`config.mk`:
```
export PLATFORM = sky130hd
export DESIGN_NAME = memsched_top
export DESIGN_NICKNAME = d
export VERILOG_FILES = /design/src/logic/memsched_pkg.sv /design/src/logic/memsched_cfg_if.sv /design/src/logic/dequant_offset.sv /design/src/logic/memsched_top.sv /design/src/logic/w_stream_cfg.sv /design/src/logic/x_tile_walker.sv
export VERILOG_INCLUDE_DIRS = /design/src /design/src/logic
export SDC_FILE = /design/constraint.sdc
export NUM_CORES = 2
export LEC_CHECK = 0
export ABC_AREA = 1
export BUFFER_PORTS_ARGS = -buffer_cell sky130_fd_sc_hd__buf_2
export CAP_MARGIN = 10
export CORE_MARGIN = 2
export CORE_UTILIZATION = 44
export CTS_CLUSTER_DIAMETER = 80
export DETAILED_ROUTE_END_ITERATION = 7
export HOLD_SLACK_MARGIN = 0.15
export PLACE_DENSITY = 0.67
export SYNTH_ARGS = -nofsm -noshare
export SYNTH_HDL_FRONTEND = slang
export SYNTH_SLANG_ARGS = --single-unit
```
`constraint.sdc`:
```
create_clock -name clk_i -period 8 [get_ports clk_i]
set_clock_uncertainty 0.1 [all_clocks]
set_input_delay 0.8 -clock clk_i [delete_from_list [all_inputs] [get_ports clk_i]]
set_output_delay 0.8 -clock clk_i [all_outputs]
set_load 0.005 [all_outputs]
```
`src/logic/memsched_defines.svh`:
```
// Widths and fixed geometry of the memory scheduler, included by every RTL file that sizes a port
`ifndef MEMSCHED_DEFINES_SVH
`define MEMSCHED_DEFINES_SVH

// Addresses, strides and byte offsets
`define MS_ADDR_W 32

// Each iteration count of the tile walk
`define MS_ITER_W 16

// Rows of the systolic array, also the default X read length
`define MS_ARRAY_W 12
`define MS_LEN_W 5

// Byte step between neighbouring column blocks
`define MS_JMP 64

// Group index width, a token adds the skip flag on top
`define MS_GID_W 8

`endif

```
`src/logic/memsched_pkg.sv`:
```
// Quantization format type and its shift helper, referenced by scoped name from the RTL
`default_nettype none

package memsched_pkg;

  typedef enum logic [1:0] {
    QINT_8 = 2'd0,
    QINT_4 = 2'd1,
    QINT_2 = 2'd2
  } qint_fmt_e;

  // Narrower formats pack more weights per byte, so strides shrink
  function automatic logic [1:0] q_shift(qint_fmt_e fmt);
    logic [1:0] sh;
    case (fmt)
      QINT_2:  sh = 2'd3;
      QINT_4:  sh = 2'd2;
      default: sh = 2'd1;
    endcase
    return sh;
  endfunction

endpackage

`default_nettype wire

```
`src/logic/memsched_cfg_if.sv`:
```
// Job configuration bundle, driven by the scheduler top level and read by its submodules
`timescale 1ns/1ps
`default_nettype none

`include "memsched_defines.svh"

interface memsched_cfg_if;

  logic [`MS_ITER_W-1:0] x_cols_iters;
  logic [`MS_ITER_W-1:0] x_rows_iters;
  logic [`MS_ITER_W-1:0] w_cols_iters;
  logic [`MS_ITER_W-1:0] w_rows_iters;
  logic [`MS_ADDR_W-1:0] w_d0_stride;
  logic                  dequant_en;
  memsched_pkg::qint_fmt_e q_fmt;

  modport src (
    output x_cols_iters, x_rows_iters, w_cols_iters, w_rows_iters,
    output w_d0_stride, dequant_en, q_fmt
  );

  modport dst (
    input x_cols_iters, x_rows_iters, w_cols_iters, w_rows_iters,
    input w_d0_stride, dequant_en, q_fmt
  );

endinterface

`default_nettype wire

```
`src/logic/dequant_offset.sv`:
```
// Group and row tokens to byte offsets for scales, zeros and packed weights, zero latency
`timescale 1ns/1ps
`default_nettype none

`include "memsched_defines.svh"

module dequant_offset (
  input  wire logic                  gidx_valid_i,
  input  wire logic [`MS_GID_W:0]    gidx_data_i,
  input  wire logic                  row_valid_i,
  input  wire logic [`MS_ITER_W-1:0] row_data_i,
  input  wire logic                  scales_bias_ready_i,
  input  wire logic                  zeros_bias_ready_i,
  input  wire logic                  scales_skip_ready_i,
  input  wire logic                  zeros_skip_ready_i,
  input  wire logic                  wq_bias_ready_i,
  memsched_cfg_if.dst                cfg,
  output logic                       gidx_ready_o,
  output logic                       row_ready_o,
  output logic                       scales_zeros_valid_o,
  output logic [`MS_ADDR_W-1:0]      scales_bias_o,
  output logic [`MS_ADDR_W-1:0]      zeros_bias_o,
  output logic                       skip_o,
  output logic                       wq_bias_valid_o,
  output logic [`MS_ADDR_W-1:0]      wq_bias_o
);

  logic [15:0]           row_stride;
  logic [15:0]           q_stride;
  logic [`MS_ADDR_W-1:0] gid_ext, row_ext, stride_ext, q_stride_ext;

  // Only the low half of the W row stride matters for offsets
  assign row_stride = cfg.w_d0_stride[15:0];
  assign q_stride   = row_stride >> memsched_pkg::q_shift(cfg.q_fmt);

  assign gid_ext      = {{(`MS_ADDR_W - `MS_GID_W){1'b0}}, gidx_data_i[`MS_GID_W-1:0]};
  assign row_ext      = {{(`MS_ADDR_W - `MS_ITER_W){1'b0}}, row_data_i};
  assign stride_ext   = {{(`MS_ADDR_W - 16){1'b0}}, row_stride};
  assign q_stride_ext = {{(`MS_ADDR_W - 16){1'b0}}, q_stride};

  assign scales_bias_o = gid_ext * stride_ext;
  assign zeros_bias_o  = gid_ext * q_stride_ext;
  assign wq_bias_o     = row_ext * q_stride_ext;
  assign skip_o        = gidx_data_i[`MS_GID_W];

  // Scales and zeros leave together, so all four sinks must accept
  assign gidx_ready_o         = scales_bias_ready_i & zeros_bias_ready_i;
  assign scales_zeros_valid_o = gidx_valid_i & scales_bias_ready_i & zeros_bias_ready_i &
                                scales_skip_ready_i & zeros_skip_ready_i;

  assign row_ready_o     = wq_bias_ready_i;
  assign wq_bias_valid_o = row_valid_i & wq_bias_ready_i;

endmodule

`default_nettype wire

```
`src/logic/memsched_top.sv`:
```
// Memory scheduler top level with plain ports that fans the job configuration out to the submodules
`timescale 1ns/1ps
`default_nettype none

`include "memsched_defines.svh"

module memsched_top (
  input  wire logic                  clk_i,
  input  wire logic                  rst_ni,
  input  wire logic                  clear_i,
  input  wire logic                  start_i,
  input  wire logic                  idle_i,
  input  wire logic                  x_done_i,
  input  wire logic                  x_ready_start_i,
  input  wire logic                  w_ready_start_i,
  input  wire logic [`MS_ADDR_W-1:0] x_addr_i,
  input  wire logic [`MS_ADDR_W-1:0] x_rows_offs_i,
  input  wire logic [31:0]           x_iters_i,
  input  wire logic [31:0]           w_iters_i,
  input  wire logic [`MS_ITER_W-1:0] tot_x_read_i,
  input  wire logic [`MS_LEN_W-1:0]  leftover_i,
  input  wire logic [`MS_ADDR_W-1:0] w_addr_i,
  input  wire logic [`MS_ADDR_W-1:0] scales_addr_i,
  input  wire logic [`MS_ADDR_W-1:0] w_d0_stride_i,
  input  wire logic                  dequant_en_i,
  input  wire memsched_pkg::qint_fmt_e q_fmt_i,
  input  wire logic                  gidx_valid_i,
  input  wire logic [`MS_GID_W:0]    gidx_data_i,
  input  wire logic                  row_valid_i,
  input  wire logic [`MS_ITER_W-1:0] row_data_i,
  input  wire logic                  scales_bias_ready_i,
  input  wire logic                  zeros_bias_ready_i,
  input  wire logic                  scales_skip_ready_i,
  input  wire logic                  zeros_skip_ready_i,
  input  wire logic                  wq_bias_ready_i,
  output logic [`MS_ADDR_W-1:0]      x_base_addr_o,
  output logic [`MS_LEN_W-1:0]       x_tot_len_o,
  output logic                       x_req_start_o,
  output logic [`MS_ADDR_W-1:0]      w_base_addr_o,
  output logic [`MS_ADDR_W-1:0]      w_d0_stride_o,
  output logic                       w_req_start_o,
  output logic [`MS_ADDR_W-1:0]      zeros_d1_stride_o,
  output logic [`MS_ADDR_W-1:0]      wq_d2_stride_o,
  output logic                       gidx_ready_o,
  output logic                       row_ready_o,
  output logic                       scales_zeros_valid_o,
  output logic [`MS_ADDR_W-1:0]      scales_bias_o,
  output logic [`MS_ADDR_W-1:0]      zeros_bias_o,
  output logic                       skip_o,
  output logic                       wq_bias_valid_o,
  output logic [`MS_ADDR_W-1:0]      wq_bias_o
);

  memsched_cfg_if cfg ();

  // Iteration words carry rows in the upper half and columns in the lower half
  assign cfg.x_cols_iters = x_iters_i[15:0];
  assign cfg.x_rows_iters = x_iters_i[31:16];
  assign cfg.w_cols_iters = w_iters_i[15:0];
  assign cfg.w_rows_iters = w_iters_i[31:16];
  assign cfg.w_d0_stride  = w_d0_stride_i;
  assign cfg.dequant_en   = dequant_en_i;
  assign cfg.q_fmt        = q_fmt_i;

  x_tile_walker u_x_walker (
    .clk_i           (clk_i),
    .rst_ni          (rst_ni),
    .clear_i         (clear_i),
    .start_i         (start_i),
    .idle_i          (idle_i),
    .x_done_i        (x_done_i),
    .x_ready_start_i (x_ready_start_i),
    .x_addr_i        (x_addr_i),
    .x_rows_offs_i   (x_rows_offs_i),
    .tot_x_read_i    (tot_x_read_i),
    .leftover_i      (leftover_i),
    .cfg             (cfg.dst),
    .x_base_addr_o   (x_base_addr_o),
    .x_tot_len_o     (x_tot_len_o),
    .x_req_start_o   (x_req_start_o)
  );

  w_stream_cfg u_w_cfg (
    .start_i           (start_i),
    .w_ready_start_i   (w_ready_start_i),
    .w_addr_i          (w_addr_i),
    .scales_addr_i     (scales_addr_i),
    .cfg               (cfg.dst),
    .w_base_addr_o     (w_base_addr_o),
    .w_d0_stride_o     (w_d0_stride_o),
    .w_req_start_o     (w_req_start_o),
    .zeros_d1_stride_o (zeros_d1_stride_o),
    .wq_d2_stride_o    (wq_d2_stride_o)
  );

  dequant_offset u_dq_offs (
    .gidx_valid_i         (gidx_valid_i),
    .gidx_data_i          (gidx_data_i),
    .row_valid_i          (row_valid_i),
    .row_data_i           (row_data_i),
    .scales_bias_ready_i  (scales_bias_ready_i),
    .zeros_bias_ready_i   (zeros_bias_ready_i),
    .scales_skip_ready_i  (scales_skip_ready_i),
    .zeros_skip_ready_i   (zeros_skip_ready_i),
    .wq_bias_ready_i      (wq_bias_ready_i),
    .cfg                  (cfg.dst),
    .gidx_ready_o         (gidx_ready_o),
    .row_ready_o          (row_ready_o),
    .scales_zeros_valid_o (scales_zeros_valid_o),
    .scales_bias_o        (scales_bias_o),
    .zeros_bias_o         (zeros_bias_o),
    .skip_o               (skip_o),
    .wq_bias_valid_o      (wq_bias_valid_o),
    .wq_bias_o            (wq_bias_o)
  );

endmodule

`default_nettype wire

```
`src/logic/w_stream_cfg.sv`:
```
// W stream descriptor selection and dequantization strides, purely combinational
`timescale 1ns/1ps
`default_nettype none

`include "memsched_defines.svh"

module w_stream_cfg (
  input  wire logic                  start_i,
  input  wire logic                  w_ready_start_i,
  input  wire logic [`MS_ADDR_W-1:0] w_addr_i,
  input  wire logic [`MS_ADDR_W-1:0] scales_addr_i,
  memsched_cfg_if.dst                cfg,
  output logic [`MS_ADDR_W-1:0]      w_base_addr_o,
  output logic [`MS_ADDR_W-1:0]      w_d0_stride_o,
  output logic                       w_req_start_o,
  output logic [`MS_ADDR_W-1:0]      zeros_d1_stride_o,
  output logic [`MS_ADDR_W-1:0]      wq_d2_stride_o
);

  localparam logic [`MS_ADDR_W-1:0] jmp = `MS_JMP;

  logic [1:0]            shift;
  logic [`MS_ADDR_W-1:0] packed_stride;

  assign shift         = memsched_pkg::q_shift(cfg.q_fmt);
  assign packed_stride = jmp >> shift;

  // With dequantization on, the W port fetches scales, one per column block
  always_comb begin
    if (cfg.dequant_en) begin
      w_base_addr_o = scales_addr_i;
      w_d0_stride_o = '0;
    end else begin
      w_base_addr_o = w_addr_i;
      w_d0_stride_o = cfg.w_d0_stride;
    end
  end

  assign zeros_d1_stride_o = packed_stride;
  assign wq_d2_stride_o    = packed_stride;

  // W is loaded once per job
  assign w_req_start_o = start_i & w_ready_start_i;

endmodule

`default_nettype wire

```
`src/logic/x_tile_walker.sv`:
```
// X operand tile walk: nested counters, base address, read length and the X restart request
`timescale 1ns/1ps
`default_nettype none

`include "memsched_defines.svh"

module x_tile_walker (
  input  wire logic                  clk_i,
  input  wire logic                  rst_ni,
  input  wire logic                  clear_i,
  input  wire logic                  start_i,
  input  wire logic                  idle_i,
  input  wire logic                  x_done_i,
  input  wire logic                  x_ready_start_i,
  input  wire logic [`MS_ADDR_W-1:0] x_addr_i,
  input  wire logic [`MS_ADDR_W-1:0] x_rows_offs_i,
  input  wire logic [`MS_ITER_W-1:0] tot_x_read_i,
  input  wire logic [`MS_LEN_W-1:0]  leftover_i,
  memsched_cfg_if.dst                cfg,
  output logic [`MS_ADDR_W-1:0]      x_base_addr_o,
  output logic [`MS_LEN_W-1:0]       x_tot_len_o,
  output logic                       x_req_start_o
);

  localparam logic [`MS_ADDR_W-1:0] jmp       = `MS_JMP;
  localparam logic [`MS_LEN_W-1:0]  array_len = `MS_ARRAY_W;

  logic [`MS_ITER_W-1:0] cols_q, w_q, rows_q, tot_q;
  logic [`MS_ITER_W-1:0] cols_last, w_last, rows_last;
  logic [`MS_ADDR_W-1:0] col_offs_q, row_offs_q;
  logic                  col_wrap, w_wrap, row_wrap;
  logic                  w_step, row_step;

  assign cols_last = cfg.x_cols_iters - 1'b1;
  assign w_last    = cfg.w_cols_iters - 1'b1;
  assign rows_last = cfg.x_rows_iters - 1'b1;

  assign col_wrap = (cols_q == cols_last);
  assign w_wrap   = (w_q == w_last);
  assign row_wrap = (rows_q == rows_last);

  // Columns innermost, then W blocks, then X rows
  assign w_step   = x_done_i & col_wrap;
  assign row_step = w_step & w_wrap;

  always_ff @(posedge clk_i or negedge rst_ni) begin
    if (!rst_ni) begin
      cols_q     <= '0;
      w_q        <= '0;
      rows_q     <= '0;
      tot_q      <= '0;
      col_offs_q <= '0;
      row_offs_q <= '0;
    end else if (clear_i) begin
      cols_q     <= '0;
      w_q        <= '0;
      rows_q     <= '0;
      tot_q      <= '0;
      col_offs_q <= '0;
      row_offs_q <= '0;
    end else begin
      if (x_done_i) begin
        tot_q      <= tot_q + 1'b1;
        cols_q     <= col_wrap ? '0 : cols_q + 1'b1;
        col_offs_q <= col_wrap ? '0 : col_offs_q + jmp;
      end
      if (w_step) begin
        w_q <= w_wrap ? '0 : w_q + 1'b1;
      end
      if (row_step) begin
        rows_q     <= row_wrap ? '0 : rows_q + 1'b1;
        row_offs_q <= row_wrap ? '0 : row_offs_q + x_rows_offs_i;
      end
    end
  end

  assign x_base_addr_o = x_addr_i + row_offs_q + col_offs_q;

  // Last row block is shorter when the row count leaves a remainder
  assign x_tot_len_o = (row_wrap && leftover_i != '0) ? leftover_i : array_len;

  // Keep restarting the X stream until every planned read has been issued
  assign x_req_start_o = !idle_i && x_ready_start_i &&
                         (start_i || (tot_q != '0 && tot_q != tot_x_read_i));

endmodule

`default_nettype wire

```
==> Word level (Yosys, flattened, before mapping) <==
Index checks and enable logic that the tools add are counted.
{ "word_totals": {"regBits": 128, "in_bits": 288, "out_inout_bits": 268} }
{ "op_classes": {"add_sub_neg": 11, "multipliers": 3, "eq_ne": 6, "n_shift": 2, "muxes": 21, "bitwise": 9, "reduce_logical": 11} }
{ "op_table": {"columns": ["cell", "n"], "rows": [
  ["$mux 32", 8],
  ["$mux 16", 11],
  ["$add 32x32->32", 3],
  ["$add 16x1->16 const B", 4],
  ["$eq 16x16->1", 3],
  ["$mul 8x16->24", 2],
  ["$sub 16x1->16 const B", 3],
  ["$add 32x7->32 const B", 1],
  ["$mul 16x16->32", 1],
  ["$shr 7x2->32 const A", 1],
  ["$ne 16x16->1", 1],
  ["$reduce_bool 16->1", 1],
  ["$shr 16x2->16", 1],
  ["$and 1x1->1", 9],
  ["$reduce_bool 2->1", 3],
  ["$mux 5", 1],
  ["$reduce_bool 5->1", 1],
  ["$logic_and 1x1->1", 4],
  ["$pmux 2 s2", 1],
  ["$eq 2x1->1 const B", 1],
  ["$eq 2x2->1 const B", 1],
  ["$logic_not 1->1", 1],
  ["$logic_or 1x1->1", 1]
]} }

==> Depth between registers and ports, before layout <==
{ "depth": {"ltp_word": 6, "mapped_depth": 34, "depth_no_buf": 32} }

==> Cells and area by module <==
Synthesis repeated with hierarchy kept, for this count alone.
{ "unflattened": {"cells_unflattened": 4931, "hier_area_um2": 33116.8} }
{ "modules_own_cells": {"columns": ["module", "instances", "cells_per_inst", "area_per_inst_um2", "seq_area_each_um2"], "rows": [
  ["dequant_offset", 1, 2570, 18051.1, 0.0],
  ["x_tile_walker", 1, 2120, 13848.3, 3052.9],
  ["w_stream_cfg", 1, 241, 1217.4, 0.0]
]} }

==> Worst setup path before layout <==
No wires, ideal clock.
{ "synth_timing": {"kind": "input-to-output", "from": "in q_fmt_i[0]", "to": "out wq_bias_o[28]", "t_arrival_ns": 6.690, "path_slack_ns": 0.410, "stages": 29, "path_buffers": 3, "path_cell_list": "inv_1 ha_1 clkbuf_1 inv_1 clkbuf_1 nand2_1 nand2_1 clkbuf_1 nor2_1 fa_1 inv_1 fa_1 fa_1 inv_1 fa_1 fa_1 inv_1 fa_1 inv_1 ha_1 nand2_1 nor2_1 inv_1 nor3_1 nand4_1 nand3_1 nand2_1 nand3b_1 xor2_1"} }
{ "synth_between": {"elab_chain_cells": 4} }
{ "synth_rtl": {"columns": ["item", "line", "source"], "rows": [
  ["start, declared", "memsched_top.sv:26", "input wire memsched_pkg::qint_fmt_e q_fmt_i,"],
  ["$eq 2x1->1 or $eq 2x2->1 (tied branches)", "memsched_pkg.sv:15", "case (fmt)"],
  ["$pmux 2 s2 (*)", "memsched_pkg.sv:15", null],
  ["$shr 16x2->16 (*)", "dequant_offset.sv:34", "assign q_stride = row_stride >> memsched_pkg::q_shift(cfg.q_fmt);"],
  ["$mul 16x16->32 (*)", "dequant_offset.sv:43", "assign wq_bias_o = row_ext * q_stride_ext;"],
  ["end, declared", "memsched_top.sv:51", "output logic [`MS_ADDR_W-1:0] wq_bias_o"]
]} }
Mark *: on every way between the ends. The rest lies on a longest branch, timed or not.

==> Worst setup path in the final report <==
{ "layout_timing": {"from": "in q_fmt_i[1]", "to": "out wq_bias_o[28]"} }
Same word-level chain as after synthesis.

==> summary by stage <==
Synthesis
Yosys printed 0 warnings. The async set-reset flop share out of synthesis is 100.0%. The mapped netlist covers 31,440 sq um. The number of library cell types mapped by synthesis is about 50. The dominant synthesized flop cell is sky130_fd_sc_hd__dfrtp_1.

The post-synthesis average cell area is 6.981 sq um. Counting flops and latches in the post-synthesis netlist gives approximately 120. The sequential area share after synthesis is between 9 and 10%. The cell count after synthesis is 4,503. In this run, synthesis inferred 0 flip-flops with an integrated enable.

Worst setup path
For this run, the slowest stage of the critical path takes 0.53 ns. On the critical path the largest part of the delay comes from adder cells. The most numerous cell type found on the critical path is sky130_fd_sc_hd__fa_1. The category of the worst setup path capture point is a primary output. The cell with the largest stage delay on the worst path is sky130_fd_sc_hd__fa_1.

The category of the most critical setup path is in2out. The critical path startpoint category is a primary input. In this run the worst path has a maximum fanout of 16. STA puts the critical path data required time at ~7 ns. Together, buffers and inverters on the worst path number 10. At the worst endpoint, the arrival time is 6.89 ns.

Global route
The number of antenna violations at the first check in global routing is 17. The via count of the first global-routing pass is 29,560. The first-pass GRT wire length is 151.1 mm. The largest net degree at the start of global routing is 73. For this run, the total global-route usage over all layers was measured as approximately 25%.

The residual overflow from global routing is 0.

Drt
The remaining antenna violation count after routing is 0. For this run, design rule violations remaining after detail routing come to 0. After detailed routing, the total wire length is 94.40 mm. The average detailed-routed wire length per instance is between 15 and 20 um. The first detailed-routing pass took 6 iterations.

The count of vias placed by the detailed router is just over 30,000. In the routed layout, each cell is associated on average with a via count of 5.141. The number of violations reported at the end of detailed-routing iteration 0 is slightly above 2,000.

Floorplan
The initial core utilization is between 40 and 50%. The placeable core area is between 70,000 and 80,000 sq um. The die covers 73,600 sq um.

The horizontal extent of the die is between 200 and 300 um. The row count is approximately 100. about 560 I/O pins were placed.

The vertical die dimension is between 200 and 300 um.

Layout
The area added between synthesis and finish is 12.73%. The core occupancy in the finished layout is around 50%. Leaving out fill and tap cells, the most frequent cell in the layout is sky130_fd_sc_hd__nand2_1. The proportion of layout cells with a drive suffix above 1 is between 10% and 20%.

The total of fill cells in the finished design is 7,244. In the final layout, flip-flops and latches occupy about 3100 sq um. The final-stage net count is between 5,000 and 6,000.

The total area of multi-input combinational cells is about 25,000 sq um. The library cells used most frequently in the layout, excluding fill and tap cells, are sky130_fd_sc_hd__nand2_1, sky130_fd_sc_hd__inv_1, sky130_fd_sc_hd__nor2_1, sky130_fd_sc_hd__buf_2, sky130_fd_sc_hd__fa_1.

Timing
The worst-margin pin slew is between 1 and 1.5 ns. The final critical delay including setup and external delays is about 8 ns. Setup repair after global routing could not meet its margin everywhere.

For this run, the top clock speed supported by timing is roughly 0.13 GHz. Setup violations remaining at the end of the flow were counted as 0. The final critical path takes up between 90% and 100% of the cycle.

The number of hold violations in the final report came to 0. The max-slew violation count was 0. Headroom to the max-slew limit came out at about a third.

Clock tree
The number of buffers added by the clock tree synthesis step is 17. The TritonCTS clock tree is done. The number of buffers between clock root and the deepest sink is 2. The H-tree generated during clock tree synthesis spans 4 levels. The clock transition at the registers of the reported paths is ~0.07 ns. The clock sink total is between 100 and 150. The clock root buffer is sky130_fd_sc_hd__clkbuf_16. The clock latency of the later-clocked register in the worst-skew pair is roughly 0.45 ns.

Power
Overall power consumption after layout is estimated at around 16,000 uW. The power density over the cells is 462.5 nW/um^2. The leakage component of the power is about 0.019 uW.

The peak supply drop is 1.536 mV.

Outcome
The flow ran to the end, and the final reports show no timing, DRC or antenna violations.

Placed design
Buffers placed on the I/O ports in this run total between 400 and 500. Summed over all nets, the half-perimeter wirelength after detailed placement is 78.14 mm. Routability-driven placement finished with a final weighted congestion of 0.9613.

Min path
The worst min-delay path class is in2async.

Flow run
The max-capacitance violation count is 0.
[worst reg2reg max path: cells and delay by family, from the launching register on]
kind,cells,cell delay [ns]
xor gates and xnor gates,1,0.25
buffers and inverters,4,0.74
DFF,1,0.46
and+or+nand+nor,9,1.18
[stage by stage]
stage | area, sq um | std cells | hold WS [ns] | setup slack (ns) | TNS (ns)
after detailed placement | 34520 | 5829 | 0.4169 | -0.09228 | -0.1020
after global routing | 35440 | 5879 | 0.4545 | -0.04187 | -0.07490
after floorplan | 31700 | 4574 | 0.3772 | 0.4098 | 0
after CTS | 35120 | 5862 | 0.4281 | 0.02762 | 0
after global placement | 34520 | 5829 | 0.4054 | -0.06114 | -0.06114
final | 35440 | 5881 | 0.4098 | 0.2135 | 0
[report_power, final]
part | internal (uW) | total [uW] | switching, uW
registers | 620 | 624 | 4.76
logic | 6220 | 15000 | 8740
clock network | 463 | 805 | 342
total | 7300 | 16400 | 9090
[layout make-up]
type	count	area share, %
Sequential cell	122	8.614
Clock buffer	17	1.200
Clock inverter	15	0.4660
Timing Repair Buffer	540	8.374
Antenna cell	4	0.02824
Inverter	810	8.671
Tap cell	950	3.354
Timing Repair inverter	1	0.01412
Multi-Input combinational cell	3422	69.28
[Yosys cell counts, types with 19 or more instances]
master	n	area share, %
sky130_fd_sc_hd__nor3_1	57	0.91
sky130_fd_sc_hd__nand4_1	52	1.0
sky130_fd_sc_hd__nor2_1	525	6.3
sky130_fd_sc_hd__clkbuf_1	101	1.2
sky130_fd_sc_hd__nand3_2	23	0.73
sky130_fd_sc_hd__buf_4	83	2.0
sky130_fd_sc_hd__xnor2_1	77	2.1
sky130_fd_sc_hd__xor2_1	122	3.4
sky130_fd_sc_hd__mux2_2	32	1.1
sky130_fd_sc_hd__inv_1	797	9.5
sky130_fd_sc_hd__nand2_1	1068	13
sky130_fd_sc_hd__nand3b_1	21	0.50
sky130_fd_sc_hd__dfrtp_1	122	9.7
sky130_fd_sc_hd__o21ai_0	148	2.4
sky130_fd_sc_hd__a21oi_1	176	2.8
sky130_fd_sc_hd__ha_1	271	11
sky130_fd_sc_hd__nand3_1	270	4.3
sky130_fd_sc_hd__fa_1	389	25
sky130_fd_sc_hd__buf_1	19	0.23
[flip-flops by register name, summed over array words and instances, names as in the netlist]
name,flops
u_x_walker.col_offs_q,26
u_x_walker.row_offs_q,32
u_x_walker.rows_q,16
u_x_walker.cols_q,16
u_x_walker.tot_q,16
u_x_walker.w_q,16
[repair_timing]
item / 4_1_cts / 5_1_grt
buffers inserted: 1 / 13
gates cloned: 0 / 2
endpoints found under the hold margin: 0 / 0
pin swaps: 0 / 5
hold buffers: 0 / 0
resized for setup: 6 / 57
endpoints found under the setup margin: 3 / 18
[cells by family after synthesis]
group | count (synthesis) | synth area share (%)
flip-flops | 122 | 9.711
buffers and inverters | 1030 | 13.53
other | 1 | 0.01193
AO/OA/AOI/OAI | 387 | 6.670
adder cells (fa/ha/maj) | 660 | 35.56
XOR/XNOR | 199 | 5.544
AND/OR/NAND/NOR | 2072 | 27.83
multiplexers | 32 | 1.146
[routing by layer]
layer  GRT usage (%)  share of wire, %  vias up
li1                -                 -    14590
met5               0              0.17        -
met3           3.406               6.7      169
met1           32.87                42    14420
met4           7.273               2.4       24
met2           43.76                49     1031
[path summary, 6_finish.rpt]
| check | from | to | slack, ns | cells after the start |
|---|---|---|---|---|
| worst min register to register | u_x_walker.tot_q[15] | u_x_walker.tot_q[15] | 0.43 | 1 |
| min in group clk_i | u_x_walker.tot_q[15] | u_x_walker.tot_q[15] | 0.43 | 1 |
| max in group asynchronous | rst_ni | u_x_walker.w_q[11] | 6.08 | 2 |
| worst min-delay path | rst_ni | u_x_walker.row_offs_q[28] | 0.41 | 1 |
| worst max register to register | u_x_walker.cols_q[8] | u_x_walker.row_offs_q[10] | 5.20 | 14 |
| worst max-delay path | q_fmt_i[1] | wq_bias_o[28] | 0.21 | 29 |
Note: power is estimated with default switching activity, not from simulation.
